File: src/hw/soc_types_pkg.sv
`default_nettype none

package soc_types_pkg;

    // Bus address and data are both one word wide
    typedef logic [31:0] addr_t;
    typedef logic [31:0] word_t;

    // One PS/2 scan code byte
    typedef logic [7:0] scan_t;

    // Everything the master holds stable while bus_req is high
    typedef struct packed {
        addr_t addr;
        word_t wdata;
        logic  write;
    } bus_cmd_t;

endpackage

`default_nettype wire

File: src/hw/soc_map_pkg.sv
`default_nettype none

package soc_map_pkg;

    // Address map
    localparam soc_types_pkg::addr_t RAM_BASE     = 32'h0000_0000;
    localparam soc_types_pkg::addr_t CONSOLE_ADDR = 32'h8000_0000;
    localparam soc_types_pkg::addr_t KEY_ADDR     = 32'h8000_0010;
    localparam soc_types_pkg::addr_t IRQ_CFG_ADDR = 32'h8000_0014;

    // Read value for holes in the map
    localparam soc_types_pkg::word_t UNMAPPED_DATA = 32'hDEAD_BEEF;

    // Keyboard codes and the vector raised for a key
    localparam soc_types_pkg::scan_t BREAK_PREFIX   = 8'hF0;
    localparam logic [3:0]           KEY_IRQ_VECTOR = 4'd1;

endpackage

`default_nettype wire

File: src/hw/ps2_receiver.sv
`timescale 1ns/1ps
`default_nettype none

module ps2_receiver (
    input  logic                 CLOCK_50,
    input  logic                 KEY0,
    input  logic                 ps2_clk,
    input  logic                 ps2_dat,
    output logic                 key_valid,
    output soc_types_pkg::scan_t key_code
);

    logic [1:0]           clk_sync;
    logic [1:0]           dat_sync;
    logic                 clk_prev;
    logic                 fall;
    logic [3:0]           bit_cnt;
    logic [10:0]          idle_cnt;
    logic [10:0]          shreg;
    logic                 frame_done;
    logic                 frame_ok;
    logic                 brk;
    logic                 take_key;
    soc_types_pkg::scan_t frame_byte;

    // Both pins idle high
    always_ff @(posedge CLOCK_50 or negedge KEY0) begin
        if (!KEY0) begin
            clk_sync <= 2'b11;
            dat_sync <= 2'b11;
            clk_prev <= 1'b1;
        end else begin
            clk_sync <= {clk_sync[0], ps2_clk};
            dat_sync <= {dat_sync[0], ps2_dat};
            clk_prev <= clk_sync[1];
        end
    end

    assign fall = clk_prev & ~clk_sync[1];

    // Bits arrive LSB first, so the start bit ends up in shreg[0]
    always_ff @(posedge CLOCK_50) begin
        if (fall) begin
            shreg <= {dat_sync[1], shreg[10:1]};
        end
    end

    // Bit counter with an idle timeout so a lost edge cannot hang a frame
    always_ff @(posedge CLOCK_50 or negedge KEY0) begin
        if (!KEY0) begin
            bit_cnt    <= '0;
            idle_cnt   <= '0;
            frame_done <= 1'b0;
        end else begin
            frame_done <= 1'b0;
            if (fall) begin
                idle_cnt <= '0;
                if (bit_cnt == 4'd10) begin
                    bit_cnt    <= '0;
                    frame_done <= 1'b1;
                end else begin
                    bit_cnt <= bit_cnt + 4'd1;
                end
            end else if (bit_cnt != 4'd0) begin
                if (idle_cnt == 11'd2047) begin
                    bit_cnt  <= '0;
                    idle_cnt <= '0;
                end else begin
                    idle_cnt <= idle_cnt + 11'd1;
                end
            end
        end
    end

    // Start low, stop high, odd parity over data plus parity bit
    assign frame_byte = shreg[8:1];
    assign frame_ok   = !shreg[0] && shreg[10] && (^shreg[9:1]);
    assign take_key   = frame_done && frame_ok && !brk
                        && (frame_byte != soc_map_pkg::BREAK_PREFIX);

    always_ff @(posedge CLOCK_50 or negedge KEY0) begin
        if (!KEY0) begin
            key_valid <= 1'b0;
            brk       <= 1'b0;
        end else begin
            key_valid <= take_key;
            if (frame_done && frame_ok) begin
                // The byte after F0 is a release and only clears the flag
                if (frame_byte == soc_map_pkg::BREAK_PREFIX) begin
                    brk <= 1'b1;
                end else begin
                    brk <= 1'b0;
                end
            end
        end
    end

    always_ff @(posedge CLOCK_50) begin
        if (take_key) begin
            key_code <= frame_byte;
        end
    end

endmodule

`default_nettype wire

File: config.mk
export PLATFORM = sky130hd
export DESIGN_NAME = ps2_receiver
export DESIGN_NICKNAME = d
export VERILOG_FILES = /design/src/hw/soc_types_pkg.sv /design/src/hw/soc_map_pkg.sv /design/src/hw/ps2_receiver.sv
export SDC_FILE = /design/constraint.sdc
export NUM_CORES = 1
export LEC_CHECK = 0
export BUFFER_PORTS_ARGS = -buffer_cell sky130_fd_sc_hd__buf_2
export CORE_AREA = 2 2 58 60
export DETAILED_ROUTE_END_ITERATION = 10
export DIE_AREA = 0 0 60 62
export GPL_TIMING_DRIVEN = 1
export PLACE_DENSITY = 0.77
export SYNTH_ARGS = -nofsm -noshare
export SYNTH_HDL_FRONTEND = slang
export SYNTH_SLANG_ARGS = --single-unit
File: constraint.sdc
create_clock -name CLOCK_50 -period 4.64 [get_ports CLOCK_50]
set_input_delay 0.232 -clock CLOCK_50 [delete_from_list [all_inputs] [get_ports CLOCK_50]]
set_output_delay 0.232 -clock CLOCK_50 [all_outputs]
set_load 0.1 [all_outputs]
# Word level (Yosys, flattened, before mapping)
# Index checks and enable logic that the tools add are counted.
[word_totals]
reg_bits = 42
in_bits = 4
out_inout_bits = 9
word_cells = 40
[classes]
addsub = 2
n_eq_ne = 4
n_mux = 10
bitwise_logic = 2
n_reduce_logical = 12
[op_table]
columns = ["operator", "n"]
rows = [
  ["11-bit 2-to-1 mux", 3],
  ["4-bit 2-to-1 mux", 4],
  ["11-bit by 1-bit adder with 11-bit output, second input constant", 1],
  ["11-bit == test, second input constant", 1],
  ["9-bit parity", 1],
  ["8-bit == test, second input constant", 1],
  ["8-bit != test, second input constant", 1],
  ["1-bit logical AND", 5],
  ["4-bit by 1-bit adder with 4-bit output, second input constant", 1],
  ["4-bit == test, second input constant", 1],
  ["2-bit nonzero test", 2],
  ["4-bit nonzero test", 1],
  ["1-bit 2-to-1 mux", 3],
  ["1-bit logical NOT", 2],
  ["2-bit AND reduction", 1],
  ["1-bit bitwise AND", 1],
  ["1-bit NOT", 1],
]

# Depth between registers and ports, before layout
[logic_depth]
word_depth = 6
ltp_mapped = 7
depth_no_buf = 6

# Least setup slack after synthesis
# OpenSTA, ideal clock, no wires.
[synth_timing]
kind = "register -> register"
start = "register shreg[7]"
end = "register key_code[0] (enable)"
setup_ns = 0.385
t_arrival_ns = 2.007
t_required_ns = 4.255
slack_ns = 2.248
stages_incl_launch_ff = 6
synth_period_minus_slack_ns = 2.392
cell_sequence = "edfxtp_1 > ha_1 > xnor3_1 > xnor2_1 > nand4b_1 > nor3_1"
[synth_via]
elab_chain_cells = 5
elab_cells_between_ends = 6
cone_classes = "1 x eq/ne; 5 x reduce/logical"
[synth_rtl]
columns = ["element", "line_no", "text"]
rows = [
  ["start: declaration", "ps2_receiver.sv:19", "logic [10:0] shreg;"],
  ["start signal: assignment", "ps2_receiver.sv:44", "shreg <= {dat_sync[1], shreg[10:1]};"],
  ["9-bit parity", "ps2_receiver.sv:77", "assign frame_ok = !shreg[0] && shreg[10] && (^shreg[9:1]);"],
  ["1-bit logical AND", "ps2_receiver.sv:77", ""],
  ["1-bit logical AND (2 in a row)", "ps2_receiver.sv:78", "assign take_key = frame_done && frame_ok && !brk"],
  ["1-bit logical AND *", "ps2_receiver.sv:79", "&& (frame_byte != soc_map_pkg::BREAK_PREFIX);"],
  ["named net take_key", "ps2_receiver.sv:23", "logic take_key;"],
  ["end signal: assignment", "ps2_receiver.sv:100", "key_code <= frame_byte;"],
  ["end: declaration", "ps2_receiver.sv:10", "output soc_types_pkg::scan_t key_code"],
]
# Mark *: on every way through the listed nets, which the timed path passes. The rest lies on a longest branch.
# A chain may end at the register's enable or synchronous reset.

# Final worst setup path
[layout_timing]
start = "register shreg[8]"
end = "register key_code[1] (enable)"
# The elaborated chain is that of the path after synthesis.

==> flow_summary.toml <==
[outcome]
status = "completed"

[yosys]
netlist_area_um2 = 1780
netlist.area_leader.share = 0.321
synth_edf_count = 19
synth_mux_area_frac = 0.0120
synth_area_leaders = "edfxtp_1, dfrtp_1, dfstp_2"
ys_seq_elements = 42
yosysWarnings = 0
synth_nets = 149
synth-simple-area-share = 0.147
synth_top_family_by_area = "simple AND/OR/NAND/NOR gates"
synthTopCellsByCount = "edfxtp_1, dfrtp_1, nor2_1"
synth_xor_area_frac = 0.0521
ys_seq_area_frac = 0.649
synthFlopType = "edfxtp_1"
synth_fa_ha_area_frac = 0.0564
synth_area_leader_cell = "edfxtp_1"
async_flop_share = 0.548
ys_types = 35
synth.most_common_cell = "edfxtp_1"
syn_area_per_cell_um2 = 13.0
synth_compound_area_frac = 0.0514
synth_cells = 137

[grt]
antenna_found_initial = 0
grt_pass1_wl_um = 4780
grt_start_max_net_pins = 24
grt.overflow.total = 0
grt_usage = 0.179
grt_pass1_vias = 1054

[clock_tree]
clkTransAtPathRegs_ns = 0.13
cts_sinks = 42
cts.path.max_buffers = 2
cts-root-buf = "clkbuf_4"
cts_tree = "yes"
cts_setup_buffers = 0
cts-htree-levels = 2
cts_buffers = 5
clock_latency_ns = 0.34

[final_layout]
diodes = 0
final_cells = 202
fin_nets = 167
drive_gt1_frac = 0.199
area_growth_pct = 11.7

[timing]
skew_ns = 0.0144
final_max_slew_viol_count = 0
hold_viol = 0
worst_pin_slew_ns = 1.05
tns_ns = 0
fmax_mhz = 380
rsz0062_at_grt = "false"
holdWs_ns = 0.363
setup_viol = 0
relSlewSlack = 0.296
period_minus_slack_ns = 2.63
period_share = 0.568

[flow_run]
maxCapViolations = 0

[die]
std_cell_rows = 21
io_pins = 13
dieArea_um2 = 3720
die_x_um = 60
core_um2 = 3180
die_h_um = 62
start_util = 0.558

[critical_path]
path_max_fanout = 9
start_kind = "register"
cp-end-kind = "register"
critical_path_class = "register to register"
cp.required_ns = 4.61
arrival_ns = 2.61

[route]
drc = 0
routed_wl_um = 2760
first_pass_iters = 4
wire_per_inst_um = 13.7
ant_nets = 0
via_per_inst = 5.38
vias = 1087
drt-initial-drc-count = 32

[min_path]
holdCritPathClass = "register to register"

[place]
portBuffers = 12
hpwl_um = 1870
placed_cells = 191
place.gp.congestion = 0.767

[power]
peakVddDrop_mv = 0.303
power_density_nw_per_um2 = 416
power_leakage_nw = 0.814
## layer usage
metal  routed length, um  track usage  vias up
li1                    -            -      520
met2                1370        0.290       33
met5                   0            0        -
met4                  44       0.0889        0
met3                 114       0.0311        6
met1                1230        0.236      528
## worst paths after layout
path	from	end	slack [ns]	depth (start not counted)
worst min-delay path	clk_sync[0]	clk_sync[1]	0.36	0
worst max register to register	shreg[8]	key_code[1]	2.01	5
worst min register to register	clk_sync[0]	clk_sync[1]	0.36	0
max in group asynchronous	KEY0	clk_prev	3.88	2
worst max-delay path	shreg[8]	key_code[1]	2.01	5
min in group asynchronous	KEY0	idle_cnt[9]	0.38	2
## worst max-delay path, stage by stage (launching register included)
cell,delay (ns)
edfxtp_1,0.45
ha_1,0.29
xnor3_1,0.39
xnor2_1,0.14
nand4b_1,0.14
nor3_1,0.86
## logic make-up (layout without fill, tap and decap cells)
| logic type | count (synthesis) | after routing |
|---|---|---|
| DFF | 42 | 42 |
| xor gates and xnor gates | 9 | 9 |
| buffers and inverters | 13 | 32 |
| muxes | 2 | 2 |
| and+or+nand+nor | 48 | 48 |
| AOI/OAI and AO/OA | 15 | 15 |
| adders and majority gates | 8 | 8 |
## stage by stage
step | setup WS [ns] | cell area [um^2] | utilization | power (mW)
after floorplan | 2.25 | 1780 | - | 0.564
after global placement | 2.06 | 1870 | 0.590 | 0.593
after detailed placement | 1.98 | 1870 | 0.590 | 0.601
after CTS | 1.97 | 1980 | 0.624 | 0.831
after global routing | 1.83 | 1980 | 0.624 | 0.876
final | 2.01 | 1980 | 0.624 | 0.826
## sequential cells by signal (all words and copies together), names as in the netlist, 2 cells and up
register,flops
bit_cnt,4
shreg,11
dat_sync,2
clk_sync,2
key_code,8
idle_cnt,11
## area by class of cell
cell class / instances / area, um^2
fillers: 255 / 1200
flip-flops and latches: 42 / 1150
multi-input cells: 82 / 567
repair buffers: 16 / 97.6
well taps: 46 / 57.6
clock buffers: 6 / 41.3
clock inverters: 2 / 37.5
inverters: 8 / 30.0
## power breakdown
group	switching [mW]	internal (mW)
Combinational	0.0781	0.0583
Sequential	0.0397	0.422
Clock	0.114	0.114
## what timing repair did
item / CTS / global route
resized for setup: 0 / 0
hold buffers: 3 / 0
endpoints found under the hold margin: 20 / 0
## cells in the final DEF (no fill, tap or decap), types with 2 or more instances in the layout
| cell | netlist | routed |
|---|---|---|
| edfxtp_1 | 19 | 19 |
| dfrtp_1 | 18 | 18 |
| buf_2 | 0 | 12 |
| nor2_1 | 11 | 11 |
| nand2_1 | 10 | 10 |
| inv_1 | 8 | 8 |
| ha_1 | 8 | 8 |
| nand3_1 | 7 | 7 |
| o21ai_0 | 6 | 6 |
| nor3_1 | 5 | 5 |
| dfstp_2 | 5 | 5 |
| clkbuf_4 | 0 | 5 |
| xor2_1 | 4 | 4 |
| xnor2_1 | 4 | 4 |
| nand4_1 | 3 | 3 |
| a21oi_1 | 3 | 3 |
| dlygate4sd3_1 | 0 | 3 |
| nor4_1 | 2 | 2 |
| a31oi_1 | 2 | 2 |
(Power assumes the default switching activity.)
