`config.mk`:
```
export PLATFORM = sky130hd
export DESIGN_NAME = bus_decoder
export DESIGN_NICKNAME = d
export VERILOG_FILES = /design/src/hw/soc_types_pkg.sv /design/src/hw/soc_map_pkg.sv /design/src/hw/bus_decoder.sv
export SDC_FILE = /design/constraint.sdc
export NUM_CORES = 1
export LEC_CHECK = 0
export BUFFER_PORTS_ARGS = -buffer_cell sky130_fd_sc_hd__buf_2
export CAP_MARGIN = 20
export CORE_ASPECT_RATIO = 0.5
export CORE_MARGIN = 2
export CORE_UTILIZATION = 43
export CTS_CLUSTER_DIAMETER = 30
export DETAILED_ROUTE_END_ITERATION = 8
export GPL_ROUTABILITY_DRIVEN = 0
export PLACE_DENSITY = 0.8
export SLEW_MARGIN = 20
export SYNTH_ARGS = -nofsm -noshare
export SYNTH_HDL_FRONTEND = slang
export SYNTH_SLANG_ARGS = --single-unit
```
`constraint.sdc`:
```
create_clock -name CLOCK_50 -period 3.4 [get_ports CLOCK_50]
set_input_delay 0.34 -clock CLOCK_50 [delete_from_list [all_inputs] [get_ports CLOCK_50]]
set_output_delay 0.34 -clock CLOCK_50 [all_outputs]
set_load 0.01 [all_outputs]
```
`src/hw/soc_types_pkg.sv`:
```
`default_nettype none

package soc_types_pkg;

    // Bus address and data are both one word wide
    typedef logic [31:0] addr_t;
    typedef logic [31:0] word_t;

    // One PS/2 scan code byte
    typedef logic [7:0] scan_t;

    // Everything the master holds stable while bus_req is high
    typedef struct packed {
        addr_t addr;
        word_t wdata;
        logic  write;
    } bus_cmd_t;

endpackage

`default_nettype wire

```
`src/hw/soc_map_pkg.sv`:
```
`default_nettype none

package soc_map_pkg;

    // Address map
    localparam soc_types_pkg::addr_t RAM_BASE     = 32'h0000_0000;
    localparam soc_types_pkg::addr_t CONSOLE_ADDR = 32'h8000_0000;
    localparam soc_types_pkg::addr_t KEY_ADDR     = 32'h8000_0010;
    localparam soc_types_pkg::addr_t IRQ_CFG_ADDR = 32'h8000_0014;

    // Read value for holes in the map
    localparam soc_types_pkg::word_t UNMAPPED_DATA = 32'hDEAD_BEEF;

    // Keyboard codes and the vector raised for a key
    localparam soc_types_pkg::scan_t BREAK_PREFIX   = 8'hF0;
    localparam logic [3:0]           KEY_IRQ_VECTOR = 4'd1;

endpackage

`default_nettype wire

```
`src/hw/bus_decoder.sv`:
```
`timescale 1ns/1ps
`default_nettype none

module bus_decoder #(
    parameter int RAM_WORDS = 1024
) (
    input  logic                           CLOCK_50,
    input  logic                           KEY0,
    input  logic                           bus_req,
    input  soc_types_pkg::bus_cmd_t        bus_cmd,
    output logic                           bus_ack,
    output soc_types_pkg::word_t           bus_rdata,
    output logic                           ram_en,
    output logic                           ram_we,
    output logic [$clog2(RAM_WORDS)-1:0]   ram_index,
    output soc_types_pkg::word_t           ram_wdata,
    input  soc_types_pkg::word_t           ram_rdata,
    output logic                           key_rd,
    output logic                           cfg_wr,
    output logic                           cfg_enable,
    input  soc_types_pkg::word_t           key_status,
    output logic                           console_req,
    output soc_types_pkg::scan_t           console_data,
    input  logic                           console_ack
);

    localparam int                   IDX_W     = $clog2(RAM_WORDS);
    localparam soc_types_pkg::addr_t RAM_BYTES = soc_types_pkg::addr_t'(4 * RAM_WORDS);

    typedef enum logic [2:0] {
        ST_IDLE,
        ST_ACCESS,
        ST_CONSOLE,
        ST_RESPOND,
        ST_RELEASE
    } bus_state_t;

    typedef enum logic [2:0] {
        TGT_RAM,
        TGT_KEY,
        TGT_CFG,
        TGT_CONSOLE,
        TGT_NONE
    } target_t;

    bus_state_t              state;
    target_t                 tgt_d;
    target_t                 tgt_q;
    soc_types_pkg::bus_cmd_t cmd_q;
    soc_types_pkg::addr_t    ram_off;
    soc_types_pkg::addr_t    ram_off_q;

    assign ram_off   = bus_cmd.addr - soc_map_pkg::RAM_BASE;
    assign ram_off_q = cmd_q.addr - soc_map_pkg::RAM_BASE;

    // Console only takes writes; a console read falls through to unmapped
    always_comb begin
        if (ram_off < RAM_BYTES) begin
            tgt_d = TGT_RAM;
        end else if (bus_cmd.addr == soc_map_pkg::CONSOLE_ADDR && bus_cmd.write) begin
            tgt_d = TGT_CONSOLE;
        end else if (bus_cmd.addr == soc_map_pkg::KEY_ADDR) begin
            tgt_d = TGT_KEY;
        end else if (bus_cmd.addr == soc_map_pkg::IRQ_CFG_ADDR) begin
            tgt_d = TGT_CFG;
        end else begin
            tgt_d = TGT_NONE;
        end
    end

    // Command is captured once, when the request is first seen
    always_ff @(posedge CLOCK_50) begin
        if (state == ST_IDLE && bus_req) begin
            cmd_q <= bus_cmd;
        end
    end

    always_ff @(posedge CLOCK_50 or negedge KEY0) begin
        if (!KEY0) begin
            state       <= ST_IDLE;
            tgt_q       <= TGT_NONE;
            bus_ack     <= 1'b0;
            console_req <= 1'b0;
        end else begin
            case (state)
                ST_IDLE: begin
                    if (bus_req) begin
                        tgt_q <= tgt_d;
                        if (tgt_d == TGT_CONSOLE) begin
                            console_req <= 1'b1;
                            state       <= ST_CONSOLE;
                        end else begin
                            state <= ST_ACCESS;
                        end
                    end
                end
                ST_ACCESS: state <= ST_RESPOND;
                ST_CONSOLE: begin
                    // Held here as long as the console is slow
                    if (console_ack) begin
                        state <= ST_RESPOND;
                    end
                end
                ST_RESPOND: begin
                    bus_ack     <= 1'b1;
                    console_req <= 1'b0;
                    state       <= ST_RELEASE;
                end
                ST_RELEASE: begin
                    if (!bus_req && !console_ack) begin
                        bus_ack <= 1'b0;
                        state   <= ST_IDLE;
                    end
                end
                default: state <= ST_IDLE;
            endcase
        end
    end

    // Read data mux, registered alongside bus_ack
    always_ff @(posedge CLOCK_50) begin
        if (state == ST_RESPOND) begin
            case (tgt_q)
                TGT_RAM:          bus_rdata <= ram_rdata;
                TGT_KEY, TGT_CFG: bus_rdata <= key_status;
                default:          bus_rdata <= soc_map_pkg::UNMAPPED_DATA;
            endcase
        end
    end

    // One strobe per access to the selected target
    assign ram_en    = (state == ST_ACCESS) && (tgt_q == TGT_RAM);
    assign ram_we    = ram_en && cmd_q.write;
    assign ram_index = ram_off_q[IDX_W+1:2];
    assign ram_wdata = cmd_q.wdata;

    assign cfg_wr     = (state == ST_ACCESS) && (tgt_q == TGT_CFG) && cmd_q.write;
    assign cfg_enable = cmd_q.wdata[0];

    // Fresh flag clears on the same edge the status word is captured
    assign key_rd = (state == ST_RESPOND) && (tgt_q == TGT_KEY) && !cmd_q.write;

    assign console_data = cmd_q.wdata[7:0];

endmodule

`default_nettype wire

```
* Word level (Yosys, flattened, before mapping)
Cells that the tools add are included.
** Word-level totals
- Bits of input ports :: 133
- Register bits :: 85
- Logic and storage cells :: 59
- Output and inout port bits :: 89
** Cells by class
- Muxes and demuxes :: 15
- Equal/unequal tests :: 14
- Order comparisons :: 1
- Reductions and logical operators :: 21
** Operators by type and width (count)
- == test 32 bit, second input constant :: 3
- one-hot mux 32 bit (2 select lines) :: 1
- < comparator 32 x 13 -> 1 bit, second input constant :: 1
- two-way mux 3 bit :: 7
- one-hot mux 3 bit (5 select lines) :: 1
- == test 3 x 2 -> 1 bit, second input constant :: 4
- logical AND 1 bit :: 9
- == test 3 x 1 -> 1 bit, second input constant :: 2
- logical NOT 3 bit :: 2
- != test 2 bit, second input constant :: 3
- AND reduction 3 bit :: 2
- one-hot mux 1 bit (2 select lines) :: 2
- AND reduction 2 bit :: 2
- nonzero test 2 bit :: 2
- == test 3 bit, second input constant :: 1
- logical NOT 1 bit :: 3
- two-way mux 1 bit :: 3
- two-way mux 2 bit :: 1
- != test 2 x 1 -> 1 bit, second input constant :: 1
- OR reduction 2 bit :: 1

* Logic depth before layout (Yosys ltp)
- Depth after elaboration :: 9
- Gate-level depth with buffers :: 6

* Worst setup path before layout
No wires, ideal clock.
- Path kind :: register to output
- From :: register state[1]
- To :: output port key_rd
- Path slack :: 0.663 ns
- Arrival :: 2.397 ns
- Cell stages (with the launch flop) :: 4
- Required time :: 3.060 ns
- Cells stage by stage :: dfrtp_1 -> nand2_1 -> nor2_1 -> and4b_1
** Between the ends
- Word-level cells in the longest chain between the ends :: 3
** Ends and longest elaborated chain
- start: declaration :: line bus_decoder.sv:46 : bus_state_t state;
- start signal: assignment :: line bus_decoder.sv:80 : state <= ST_IDLE;
- start signal: assignment :: line bus_decoder.sv:91 : state <= ST_CONSOLE;
- start signal: assignment :: line bus_decoder.sv:93 : state <= ST_ACCESS;
- == test 3 x 2 -> 1 bit :: line bus_decoder.sv:141 : assign key_rd = (state == ST_RESPOND) && (tgt_q == TGT_KEY) && !cmd_q.write;
- logical AND 1 bit (2 in a row) :: line bus_decoder.sv:141
- end: declaration :: line bus_decoder.sv:18 : output logic key_rd,
Every way passes these cells.

* Worst setup path in the final report
Ends and elaborated chain as after synthesis.

==> flow_metrics.env <==
export IMPL_synthCells=259
export IMPL_period_share=0.638
export IMPL_wl_um=8020
export IMPL_coreArea_um2=8030
export IMPL_clk_pin_slew_ps=60
export IMPL_dr_pass1_iters=4
export IMPL_initial_utilization=0.446
export IMPL_synth_commonest_cells="75 x edfxtp_1, 50 x buf_4, 32 x nand2_1"
export IMPL_min_path_type="in2reg"
export IMPL_grt_use_total=0.168
export IMPL_final_setup_tns_ps=0
export IMPL_via_per_inst=4.75
export IMPL_clock_latency_ps=320
export IMPL_post_cts_buffers=0
export IMPL_netlist_area_um2=3580
export IMPL_synth_edf_count=75
export IMPL_grt_pass1_wl_um=11500
export IMPL_ys_ff_latch=83
export IMPL_ys_flop_type="edfxtp_1"
export IMPL_yosysMostFrequentCell="edfxtp_1"
export IMPL_syn_avg_cell_area_um2=13.8
export IMPL_maxCapViolations=0
export IMPL_dieArea_um2=9120
export IMPL_die_w_um=133
export IMPL_fin_area_um2=4780
export IMPL_grt_ovfl_total=0
export IMPL_diodes=0
export IMPL_synth_nets=392
export IMPL_worst_pin_slew_ps=995
export IMPL_cts_resized=0
export IMPL_clock_path_buffers=2
export IMPL_relSlewSlack=0.336
export IMPL_ios=222
export IMPL_critical_path_buf_inv_count=1
export IMPL_slew_violations=0
export IMPL_yosys_area_top_type="edfxtp_1"
export IMPL_min_period_ps=2170
export IMPL_synth_warnings=0
export IMPL_rows=23
export IMPL_die_h_um=68.5
export IMPL_numCtsBuffers=9
export IMPL_async_flop_share=0.0964
export IMPL_drive_above_1_share=0.560
export IMPL_crit_family="simple AND/OR/NAND/NOR gates"
export IMPL_netlist_top_cells_area="edfxtp_1 63%, buf_4 10%, a22oi_1 5.0%"
export IMPL_cp_max_fo=19
export IMPL_drc=0
export IMPL_outcome="finished, final reports clean"
export IMPL_cp_arrival_ps=1830
export IMPL_grt_max_degree=35
export IMPL_yosys_area_top_type_share=0.629
export IMPL_cp_slowest_cell="dfrtp_1"
export IMPL_cp_start_kind="flop"
export IMPL_dp_hpwl_um=6220
export IMPL_grt_pass1_vias=2337
export IMPL_wl_per_cell_um=14.5
export IMPL_drt_iter0_drc=208
export IMPL_port_buffers=221
export IMPL_leakage_nw=1.88
export IMPL_area_delta_synth_final_pct=33.5
export IMPL_synth_sequential_area_ratio=0.685
export IMPL_end_kind="output port"
export IMPL_slowest_delay_ps=470
export IMPL_placed_cell_area_um2=4470
export IMPL_cts_num_sinks=83
export IMPL_fin_nets=570
export IMPL_critical_path_class="reg2out"
export IMPL_vias=2629
export IMPL_cp_required_ps=3060
export IMPL_synth_cell_types=37
export IMPL_hold_viol_final=0
export IMPL_drtAntennaViolNets=0
export IMPL_cellPowerDensity_nw_per_um2=601
export IMPL_cts_hold_buf=1
export IMPL_fmax_mhz=461
export IMPL_finClkSkew_ps=5.40
export IMPL_clockRootBuffer="clkbuf_16"
export IMPL_htreeDepth=3
export IMPL_antenna_found_initial=0
export IMPL_rsz0062_at_grt="no"
export IMPL_path_cells="nand2_1 -> nor2_4 -> and4b_1 -> buf_2"
export IMPL_setup_viol=0
export IMPL_cts_tree="built"
export IMPL_vdd_drop_max_mv=0.273
metal layers:
layer / vias to the layer above / routed length (um) / track usage
li1: 1277 / - / -
met1: 1219 / 3140 / 0.192
met2: 121 / 4250 / 0.295
met3: 12 / 513 / 0.0563
met4: 0 / 111 / 0.0793
met5: - / 0 / 0
kinds of logic after synthesis:
kind of cell | after synthesis | share of synthesized area
AND/OR/NAND/NOR | 65 | 0.0957
buffers and inverters | 61 | 0.116
flip-flops | 83 | 0.685
AO/OA/AOI/OAI | 49 | 0.101
XOR/XNOR | 1 | 0.00245
sequential cells by signal, indices dropped and copies added, names as in the netlist:
| register | count |
|---|---|
| bus_rdata | 32 |
| ram_wdata | 32 |
| cmd_q | 11 |
| state | 3 |
| tgt_q | 3 |
| bus_ack | 1 |
| console_req | 1 |
power breakdown:
group / total, W / internal, W / switching (W)
Sequential: 0.00138 / 0.00132 / 0.0000680
Clock: 0.000985 / 0.000633 / 0.000351
Combinational: 0.000509 / 0.000196 / 0.000313
Total: 0.00288 / 0.00214 / 0.000732
final timing paths:
check,startpoint,endpoint,slack [ps],depth (start not counted)
max,state[1],key_rd,1230,4
min,bus_cmd[15],ram_wdata[14],190,1
max reg2reg,state[1],tgt_q[2],1320,7
min reg2reg,console_req,console_req,560,2
max in group asynchronous,KEY0,tgt_q[2],2720,2
min in group asynchronous,KEY0,tgt_q[0],430,2
worst register-to-register path, stage by stage (launching register included):
cell and delay [ps]:
dfrtp_1 460, nor2_1 250, nand3b_2 150, clkinv_1 370
buf_4 420, nand2_1 90, nor3_1 170, a21oi_1 90
final cells by class:
class | instances | area [um^2]
Fill cell | 665 | 3250
Clock buffer | 9 | 225
Clock inverter | 6 | 80.1
Sequential cell | 83 | 2450
Multi-Input combinational cell | 115 | 731
Tap cell | 112 | 140
Inverter | 2 | 7.51
Timing Repair Buffer | 226 | 1150
per-stage QoR:
step                setup slack (ps)  hold slack [ps]  std cells  power [W]  utilization
floorplan                        663             44.4        259    0.00176            -
global placement                1400              197        537    0.00190        0.556
detailed placement              1320              204        537    0.00192        0.556
CTS                             1230              176        553    0.00291        0.596
global route                    1050              170        553    0.00301        0.596
finish                          1230              190        553    0.00288        0.596
cells in the final DEF, fill, tap and decap left out, types with 4 or more instances in the layout:
| cell | netlist | final |
|---|---|---|
| buf_2 | 0 | 221 |
| edfxtp_1 | 75 | 75 |
| buf_4 | 50 | 4 |
| nand2_1 | 32 | 32 |
| a22o_1 | 8 | 8 |
| a22oi_1 | 24 | 24 |
| o21ai_0 | 4 | 4 |
| nor2_1 | 6 | 4 |
| dfrtp_1 | 7 | 7 |
| clkbuf_16 | 0 | 9 |
| clkinv_1 | 0 | 4 |
Note: power is estimated with default switching activity, not from simulation.
