$ cat src/hw/soc_types_pkg.sv
`default_nettype none

package soc_types_pkg;

    // Bus address and data are both one word wide
    typedef logic [31:0] addr_t;
    typedef logic [31:0] word_t;

    // One PS/2 scan code byte
    typedef logic [7:0] scan_t;

    // Everything the master holds stable while bus_req is high
    typedef struct packed {
        addr_t addr;
        word_t wdata;
        logic  write;
    } bus_cmd_t;

endpackage

`default_nettype wire

$ cat src/hw/soc_map_pkg.sv
`default_nettype none

package soc_map_pkg;

    // Address map
    localparam soc_types_pkg::addr_t RAM_BASE     = 32'h0000_0000;
    localparam soc_types_pkg::addr_t CONSOLE_ADDR = 32'h8000_0000;
    localparam soc_types_pkg::addr_t KEY_ADDR     = 32'h8000_0010;
    localparam soc_types_pkg::addr_t IRQ_CFG_ADDR = 32'h8000_0014;

    // Read value for holes in the map
    localparam soc_types_pkg::word_t UNMAPPED_DATA = 32'hDEAD_BEEF;

    // Keyboard codes and the vector raised for a key
    localparam soc_types_pkg::scan_t BREAK_PREFIX   = 8'hF0;
    localparam logic [3:0]           KEY_IRQ_VECTOR = 4'd1;

endpackage

`default_nettype wire

$ cat src/hw/key_irq_ctrl.sv
`timescale 1ns/1ps
`default_nettype none

module key_irq_ctrl (
    input  logic                 CLOCK_50,
    input  logic                 KEY0,
    input  logic                 key_valid,
    input  soc_types_pkg::scan_t key_code,
    input  logic                 key_rd,
    input  logic                 cfg_wr,
    input  logic                 cfg_enable,
    output soc_types_pkg::word_t key_status,
    output logic                 irq_req,
    output logic [3:0]           irq_vector,
    input  logic                 irq_ack
);

    typedef enum logic [1:0] {
        IRQ_IDLE,
        IRQ_REQUEST,
        IRQ_WAIT_RELEASE
    } irq_state_t;

    irq_state_t           state;
    logic                 irq_enable;
    logic                 fresh;
    soc_types_pkg::scan_t latest_key;

    // Config and key registers
    always_ff @(posedge CLOCK_50 or negedge KEY0) begin
        if (!KEY0) begin
            irq_enable <= 1'b0;
            fresh      <= 1'b0;
            latest_key <= '0;
        end else begin
            if (cfg_wr) begin
                irq_enable <= cfg_enable;
            end
            if (key_valid) begin
                latest_key <= key_code;
                fresh      <= 1'b1;
            end else if (key_rd) begin
                fresh <= 1'b0;
            end
        end
    end

    assign key_status = {15'd0, irq_enable, 7'd0, fresh, latest_key};

    // Keys seen outside IRQ_IDLE are latched above but raise nothing
    always_ff @(posedge CLOCK_50 or negedge KEY0) begin
        if (!KEY0) begin
            state <= IRQ_IDLE;
        end else begin
            case (state)
                IRQ_IDLE: begin
                    if (key_valid && irq_enable) begin
                        state <= IRQ_REQUEST;
                    end
                end
                IRQ_REQUEST: begin
                    if (irq_ack) begin
                        state <= IRQ_WAIT_RELEASE;
                    end
                end
                IRQ_WAIT_RELEASE: begin
                    if (!irq_ack) begin
                        state <= IRQ_IDLE;
                    end
                end
                default: state <= IRQ_IDLE;
            endcase
        end
    end

    assign irq_req    = (state == IRQ_REQUEST);
    assign irq_vector = irq_req ? soc_map_pkg::KEY_IRQ_VECTOR : 4'd0;

endmodule

`default_nettype wire

$ cat config.mk
export PLATFORM = sky130hd
export DESIGN_NAME = key_irq_ctrl
export DESIGN_NICKNAME = d
export VERILOG_FILES = /design/src/hw/soc_types_pkg.sv /design/src/hw/soc_map_pkg.sv /design/src/hw/key_irq_ctrl.sv
export SDC_FILE = /design/constraint.sdc
export NUM_CORES = 1
export LEC_CHECK = 0
export ABC_AREA = 1
export BUFFER_PORTS_ARGS = -buffer_cell sky130_fd_sc_hd__buf_2
export CORE_UTILIZATION = 41
export DETAILED_ROUTE_END_ITERATION = 10
export GPL_ROUTABILITY_DRIVEN = 0
export HOLD_SLACK_MARGIN = 0.08
export PLACE_DENSITY = 0.9
export SETUP_SLACK_MARGIN = 0.1
export SYNTH_ARGS = -nofsm -noshare
export SYNTH_HDL_FRONTEND = slang
export SYNTH_SLANG_ARGS = --single-unit
$ cat constraint.sdc
create_clock -name CLOCK_50 -period 1.1 [get_ports CLOCK_50]
set_input_delay 0.11 -clock CLOCK_50 [delete_from_list [all_inputs] [get_ports CLOCK_50]]
set_output_delay 0.11 -clock CLOCK_50 [all_outputs]
set_load 0.005 [all_outputs]
# Yosys cells after proc, flatten, opt, wreduce, memory -nomap -nowiden
# Cells that the tools add are included.
# classes
eq_ne	5
n_mux	7
reduce_logical	4
# op_table
operator	count
$mux W2	3
$pmux W2 S3	1
$ne A2 B2 Y1 const B	2
$mux W1	3
$reduce_and A3 Y1	1
$eq A2 B1 Y1 const B	1
$eq A2 B2 Y1 const B	1
$logic_not A2 Y1	1
$ne A2 B1 Y1 const B	1
$reduce_bool A2 Y1	1
$logic_and A1 B1 Y1	1
# word_totals
ff_bits	12
inputBits	15
output_inout_bits	37
word_cells	20

# Depth between registers and ports, before layout
# Gate-level depths: netlist of the first run.
# logic_depth
word_depth	3
depth_mapped	5
mapped_depth_nobuf	4

# Worst setup path before layout of the first run
# No wires, ideal clock.
# synth_path
kind	reg2out
from	register state[0]
to	output port irq_vector[0]
arrival_time_ns	0.676
required_time_ns	0.990
path_slack_ns	0.314
path_stages_with_launch	4
cell_sequence	dfrtp_1 > inv_1 > nor2_1 > buf_4
# synth_via
elab_chain_cells	2
# synth_rtl
item	line	source
from (decl)	key_irq_ctrl.sv:24	irq_state_t state;
from (signal assigned)	key_irq_ctrl.sv:53	state <= IRQ_IDLE;
from (signal assigned)	key_irq_ctrl.sv:58	state <= IRQ_REQUEST;
from (signal assigned)	key_irq_ctrl.sv:63	state <= IRQ_WAIT_RELEASE;
$eq A2 B1 Y1	key_irq_ctrl.sv:76	assign irq_req = (state == IRQ_REQUEST);
net irq_req	key_irq_ctrl.sv:13	output logic irq_req,
$mux W1	key_irq_ctrl.sv:77	assign irq_vector = irq_req ? soc_map_pkg::KEY_IRQ_VECTOR : 4'd0;
to (decl)	key_irq_ctrl.sv:14	output logic [3:0] irq_vector,
# The timed path passes the listed nets, and every way through them passes these cells.

# Worst setup path in the final report of the first run
# layout_path
from	register state[0]
to	output port irq_req
# layout_via
elab_chain_cells	1
# layout_rtl
item	line
$eq A2 B1 Y1	key_irq_ctrl.sv:76
to (decl)	key_irq_ctrl.sv:13
# No other way between the ends.

==> reports/results.txt, run 1 <==
RSZ-0062 raised after global routing: true
pre-CTS WS: 335 ps
pin count of the biggest net entering global routing: 13
maxcap violations: 0
Final WS setup: 106 ps
cell count after synthesis: 85
CTS tree: yes
PD cells: 1180 mW/mm²
total number of vias: 563
drt wl/cell: 8.99 µm
post-synthesis sequential area ratio: 43.3%
clock sinks: 12
vias per inst: 3.96
Clock Tree Root: clkbuf_4
worst r2r src: state[1]
row count: 14
Pleak: 0.000553 µW
min-delay src: irq_ack
Netlist cell types: 10
Req. time, crit path: 990 ps
worst hold stages: 3
vias in the first global route: 496
CTS max path bufs: 2
Die Y: 43.1 µm
min-delay worst type: primary input to flip-flop
# diodes: 0
core box area: 0.00154 mm²
Post-Syn Area: 693 µm²
Reg clk slew, reported paths: 70 ps
DRC: 0
synthesis-to-layout area growth: 29.1%
drt first pass iters: 3
crit-path max FO: 2
grt ovf: 0
die width: 43.1 µm
Startpoint Class: flip-flop
clk_lat worst skew: 270 ps
Post-DRT Antenna Nets: 0
layout cells sized above 1: 29.4%
clk_skew: 0.0978 ps
H-tree levels: 1
synth warn: 0
CP endpoint kind: output port
TritonCTS buffer count: 3
IO Count: 52
f_max: 1010 MHz
Fillers: 139
Synth Area per Inst: 8.15 µm²
WP data arrival: 880 ps
Tmin final: 994 ps
Initial Util: 45.0%
hpwl dp: 849 µm
all-layer global routing usage: 15.0%
Worst Setup SP: state[0]
initial antenna violation count: 0
Setup Viol. Count Final: 0
r2r worst-path depth: 5
final hold vios: 0
FF+latch count, synth: 12
peak supply drop: 0.635 mV
first-pass GRT wire length: 2000 µm
DR iter-0 viols: 2
Final nets: 143
Slew Viols, Final: 0
Fin Setup TNS: 0 ps
Port-buffer cells: 26
die area: 0.00186 mm²
Tcrit/Tclk final: 90.3%
critical path type: flip-flop to output port
status: finished, final reports clean
detailed-route wire length: 1280 µm
-- critical path: stages (launching register included) --
cell and delay, ps:
dfrtp_1 400, inv_2 70, nor2_2 30, buf_2 120
-- flip-flops by register name, summed over array words and instances (netlist names) --
name        flops
irq_enable      1
state           2
fresh           1
latest_key      8
-- per-layer routing --
| layer | wire length [µm] | GRT usage [%] | up-vias |
|---|---|---|---|
| li1 | - | - | 283 |
| met1 | 502 | 15.5 | 246 |
| met2 | 682 | 27.5 | 30 |
| met3 | 69 | 2.55 | 4 |
| met4 | 22 | 9.09 | 0 |
| met5 | 0 | 0 | - |
-- cells by family (layout without fill, tap and decap cells) --
| kind of cell | after synthesis | in the layout | synth area share, % |
|---|---|---|---|
| AO/OA/AOI/OAI | 2 | 2 | 1.44 |
| buffers and inverters | 36 | 53 | 35.7 |
| flip-flops | 12 | 12 | 43.3 |
| other | 1 | 25 | 0.541 |
| AND/OR/NAND/NOR | 34 | 34 | 19.0 |
-- cell type report --
cell class / instances / area (µm²) / area share [%]
repair buffers: 43 / 288 / 32.2
multi-input cells: 61 / 238 / 26.6
well taps: 16 / 20.0 / 2.24
inverters: 7 / 26.3 / 2.94
flip-flops and latches: 12 / 300 / 33.6
clock buffers: 3 / 22.5 / 2.52
-- cells in the mapped netlist --
| cell | number | share of area (%) |
|---|---|---|
| buf_6 | 1 | 1.6 |
| inv_2 | 1 | 0.54 |
| buf_4 | 28 | 30 |
| dfrtp_1 | 12 | 43 |
| nand3_1 | 3 | 2.2 |
| conb_1 | 1 | 0.54 |
| inv_1 | 6 | 3.2 |
| o21ai_0 | 2 | 1.4 |
| nand2_1 | 29 | 16 |
| nor2_1 | 2 | 1.1 |
-- stage by stage --
stage / utilization [%] / area [µm²] / std cells / total power, µW / hold slack, ps
2_1_floorplan: - / 783 / 109 / 699 / -186
3_3_place_gp: 46.2 / 712 / 122 / 697 / -5.27
3_5_place_dp: 46.2 / 712 / 122 / 709 / 1.33
4_1_cts: 56.9 / 877 / 140 / 1040 / 103
5_1_grt: 58.0 / 895 / 142 / 1140 / 103
6_report: 58.0 / 895 / 142 / 1060 / 114
-- power by group --
| part | leakage (µW) | switching, µW | internal, µW |
|---|---|---|---|
| logic | 0.000392 | 131 | 147 |
| clock network | 0.0000138 | 138 | 127 |
| registers | 0.000147 | 26.4 | 487 |
| total | 0.000553 | 295 | 761 |
-- final timing paths --
| check | to | slack [ps] |
|---|---|---|
| worst max-delay path | irq_req | 110 |
| worst min-delay path | state[1] | 110 |
| worst max register to register | state[0] | 160 |
| worst min register to register | latest_key[0] | 470 |
| max in group asynchronous | irq_enable | 650 |
| min in group asynchronous | fresh | 240 |
-- repair_timing --
action	in CTS	in global routing
hold endpoints to repair	22	0
endpoints found under the setup margin	2	2
pin swaps	0	0
cloned	0	0
buffers inserted	3	2
hold buffers	12	0
gates resized for setup	0	2
-- cells in the final DEF, fill, tap and decap left out, drive strengths merged --
| cell | instances |
|---|---|
| buf | 31 |
| clkbuf | 3 |
| conb | 25 |
| dfrtp | 12 |
| dlygate4sd3 | 12 |
| inv | 7 |
| nand2 | 29 |
| nand3 | 3 |
| nor2 | 2 |
| o21ai | 2 |
Note: power is estimated with default switching activity, not from simulation.
==> inputs of run 2 (changes only) <==
==> constraint.sdc (replaced) <==
create_clock -name CLOCK_50 -period 1.1 [get_ports CLOCK_50]
set_input_delay 0.22 -clock CLOCK_50 [delete_from_list [all_inputs] [get_ports CLOCK_50]]
set_output_delay 0.22 -clock CLOCK_50 [all_outputs]
set_load 0.005 [all_outputs]
==> run 2 against run 1 <==
Effect of this change: via count fell by 3.0%; highest routed layer unchanged; critical path type unchanged; critical endpoint unchanged; hold slack improved by 18 ps; combinational power rose by 2%; worst setup slack got worse by 110 ps; critical path depth fell by 1; maximum frequency fell by 9.6%; sequential cell count did not move; die area did not move; total power rose by 0.13%.
==> reports/results.txt, run 2 (synthesized netlist as in run 1, its figures left out) <==
clk_skew: 0.0734 ps
clock share of power: 24.9%
all-layer global routing usage: 13.6%
crit-path max FO: 2
most common cell after layout, fill and taps aside: nand2_1
Tmin final: 1100 ps
final hold vios: 0
register area: 300 µm²
first-pass GRT wire length: 1840 µm
Psw: 295 µW
Startpoint Class: flip-flop
DRC: 0
H-tree levels: 1
CP max stage cell: dfrtp_1
Slew Viols, Final: 0
Switching Share: 27.9%
layout cells sized above 1: 36.1%
Int Power: 762 µW
Reg clk slew, reported paths: 70 ps
CP top delay family: flip-flops
Final WS setup: 1.06 ps
WP data arrival: 880 ps
multi-input logic area: 238 µm²
Pleak: 0.000541 µW
Die Y: 43.1 µm
drt first pass iters: 4
IO Count: 52
CTS max path bufs: 2
total number of vias: 546
clock sinks: 12
Post-DRT Antenna Nets: 0
DR iter-0 viols: 4
crit path buf inv count: 1
slowest stage delay, CP: 390 ps
Port-buffer cells: 26
Fin Setup TNS: 0 ps
die area: 0.00186 mm²
Tcrit/Tclk final: 99.9%
Top Registers: latest_key (8), state (2)
pre-CTS WS: 225 ps
vias per inst: 3.96
maxcap violations: 0
min-delay worst type: primary input to flip-flop
status: finished, final reports clean
PD cells: 1260 mW/mm²
synthesis-to-layout area growth: 20.8%
grt ovf: 0
Final nets: 139
most flop-heavy register: latest_key
f_max: 910 MHz
Initial Util: 45.0%
# diodes: 0
RSZ-0062 raised after global routing: true
core box area: 0.00154 mm²
CP Cell Sequence: nor2_2, buf_2
peak supply drop: 0.638 mV
hpwl dp: 849 µm
total power draw: 1060 µW
Req. time, crit path: 880 ps
sequential share of power: 48.4%
Setup Viol. Count Final: 0
initial antenna violation count: 0
die width: 43.1 µm
max reg flops: 8
Clock Tree Root: clkbuf_4
critical path type: flip-flop to output port
vias in the first global route: 457
pin count of the biggest net entering global routing: 13
final core occ: 54.3%
combinational fraction of design power: 26.8%
detailed-route wire length: 1220 µm
row count: 14
Fillers: 153
CP endpoint kind: output port
clk_lat worst skew: 260 ps
CTS tree: yes
TritonCTS buffer count: 3
highest-count cells in the layout ignoring fill and taps: nand2_1, buf_2, conb_1
drt wl/cell: 8.83 µm
## run 2: power groups by stage
stage	logic [µW]	registers [µW]	clock network, µW
6_report	283	511	263
5_1_grt	320	515	304
4_1_cts	240	507	274
3_5_place_dp	184	525	0
3_3_place_gp	175	522	0
2_1_floorplan	174	525	0
## run 2: metal layers
layer	track usage [%]	share of wire, %	routed length [µm]
met1	14.1	40	486
met2	23.9	52	630
met3	2.98	6.5	79
met4	9.09	1.8	22
met5	0	0	0
## run 2: cell type report
| cell class | instances | share of cell area, % |
|---|---|---|
| Clock buffer | 3 | 2.69 |
| Inverter | 7 | 3.14 |
| Multi-Input combinational cell | 61 | 28.4 |
| Sequential cell | 12 | 35.9 |
| Tap cell | 16 | 2.39 |
| Timing Repair Buffer | 39 | 27.5 |
## run 2: worst paths after layout
kind | from | endpoint | slack [ps] | cells after the start
max in group asynchronous | KEY0 | latest_key[7] | 540 | 2
min in group asynchronous | KEY0 | latest_key[0] | 350 | 2
worst max register to register | state[1] | state[0] | 150 | 5
worst min register to register | latest_key[7] | latest_key[7] | 480 | 2
worst min-delay path | key_rd | fresh | 130 | 2
worst max-delay path | state[1] | irq_req | 1 | 2
## run 2: timing repair
action / in CTS / in global routing
setup buffers: 6 / 6
endpoints found under the setup margin: 8 / 12
cloned: 0 / 0
endpoints found under the hold margin: 12 / 0
hold buffers: 1 / 0
gates resized for setup: 0 / 2
## run 2: worst register-to-register path: stages (launching register included)
cell and delay (ps):
dfrtp_1 390, buf_4 140, buf_4 130, nor2_1 110, nand2_1 70, nand2_1 50
## run 2: through the flow
stage          hold slack, ps  area, µm²  std cells
5_1_grt                   141        837        138
3_5_place_dp              111        712        122
6_report                  132        837        138
3_3_place_gp              105        712        122
4_1_cts                   128        790        132
2_1_floorplan           -75.6        783        109
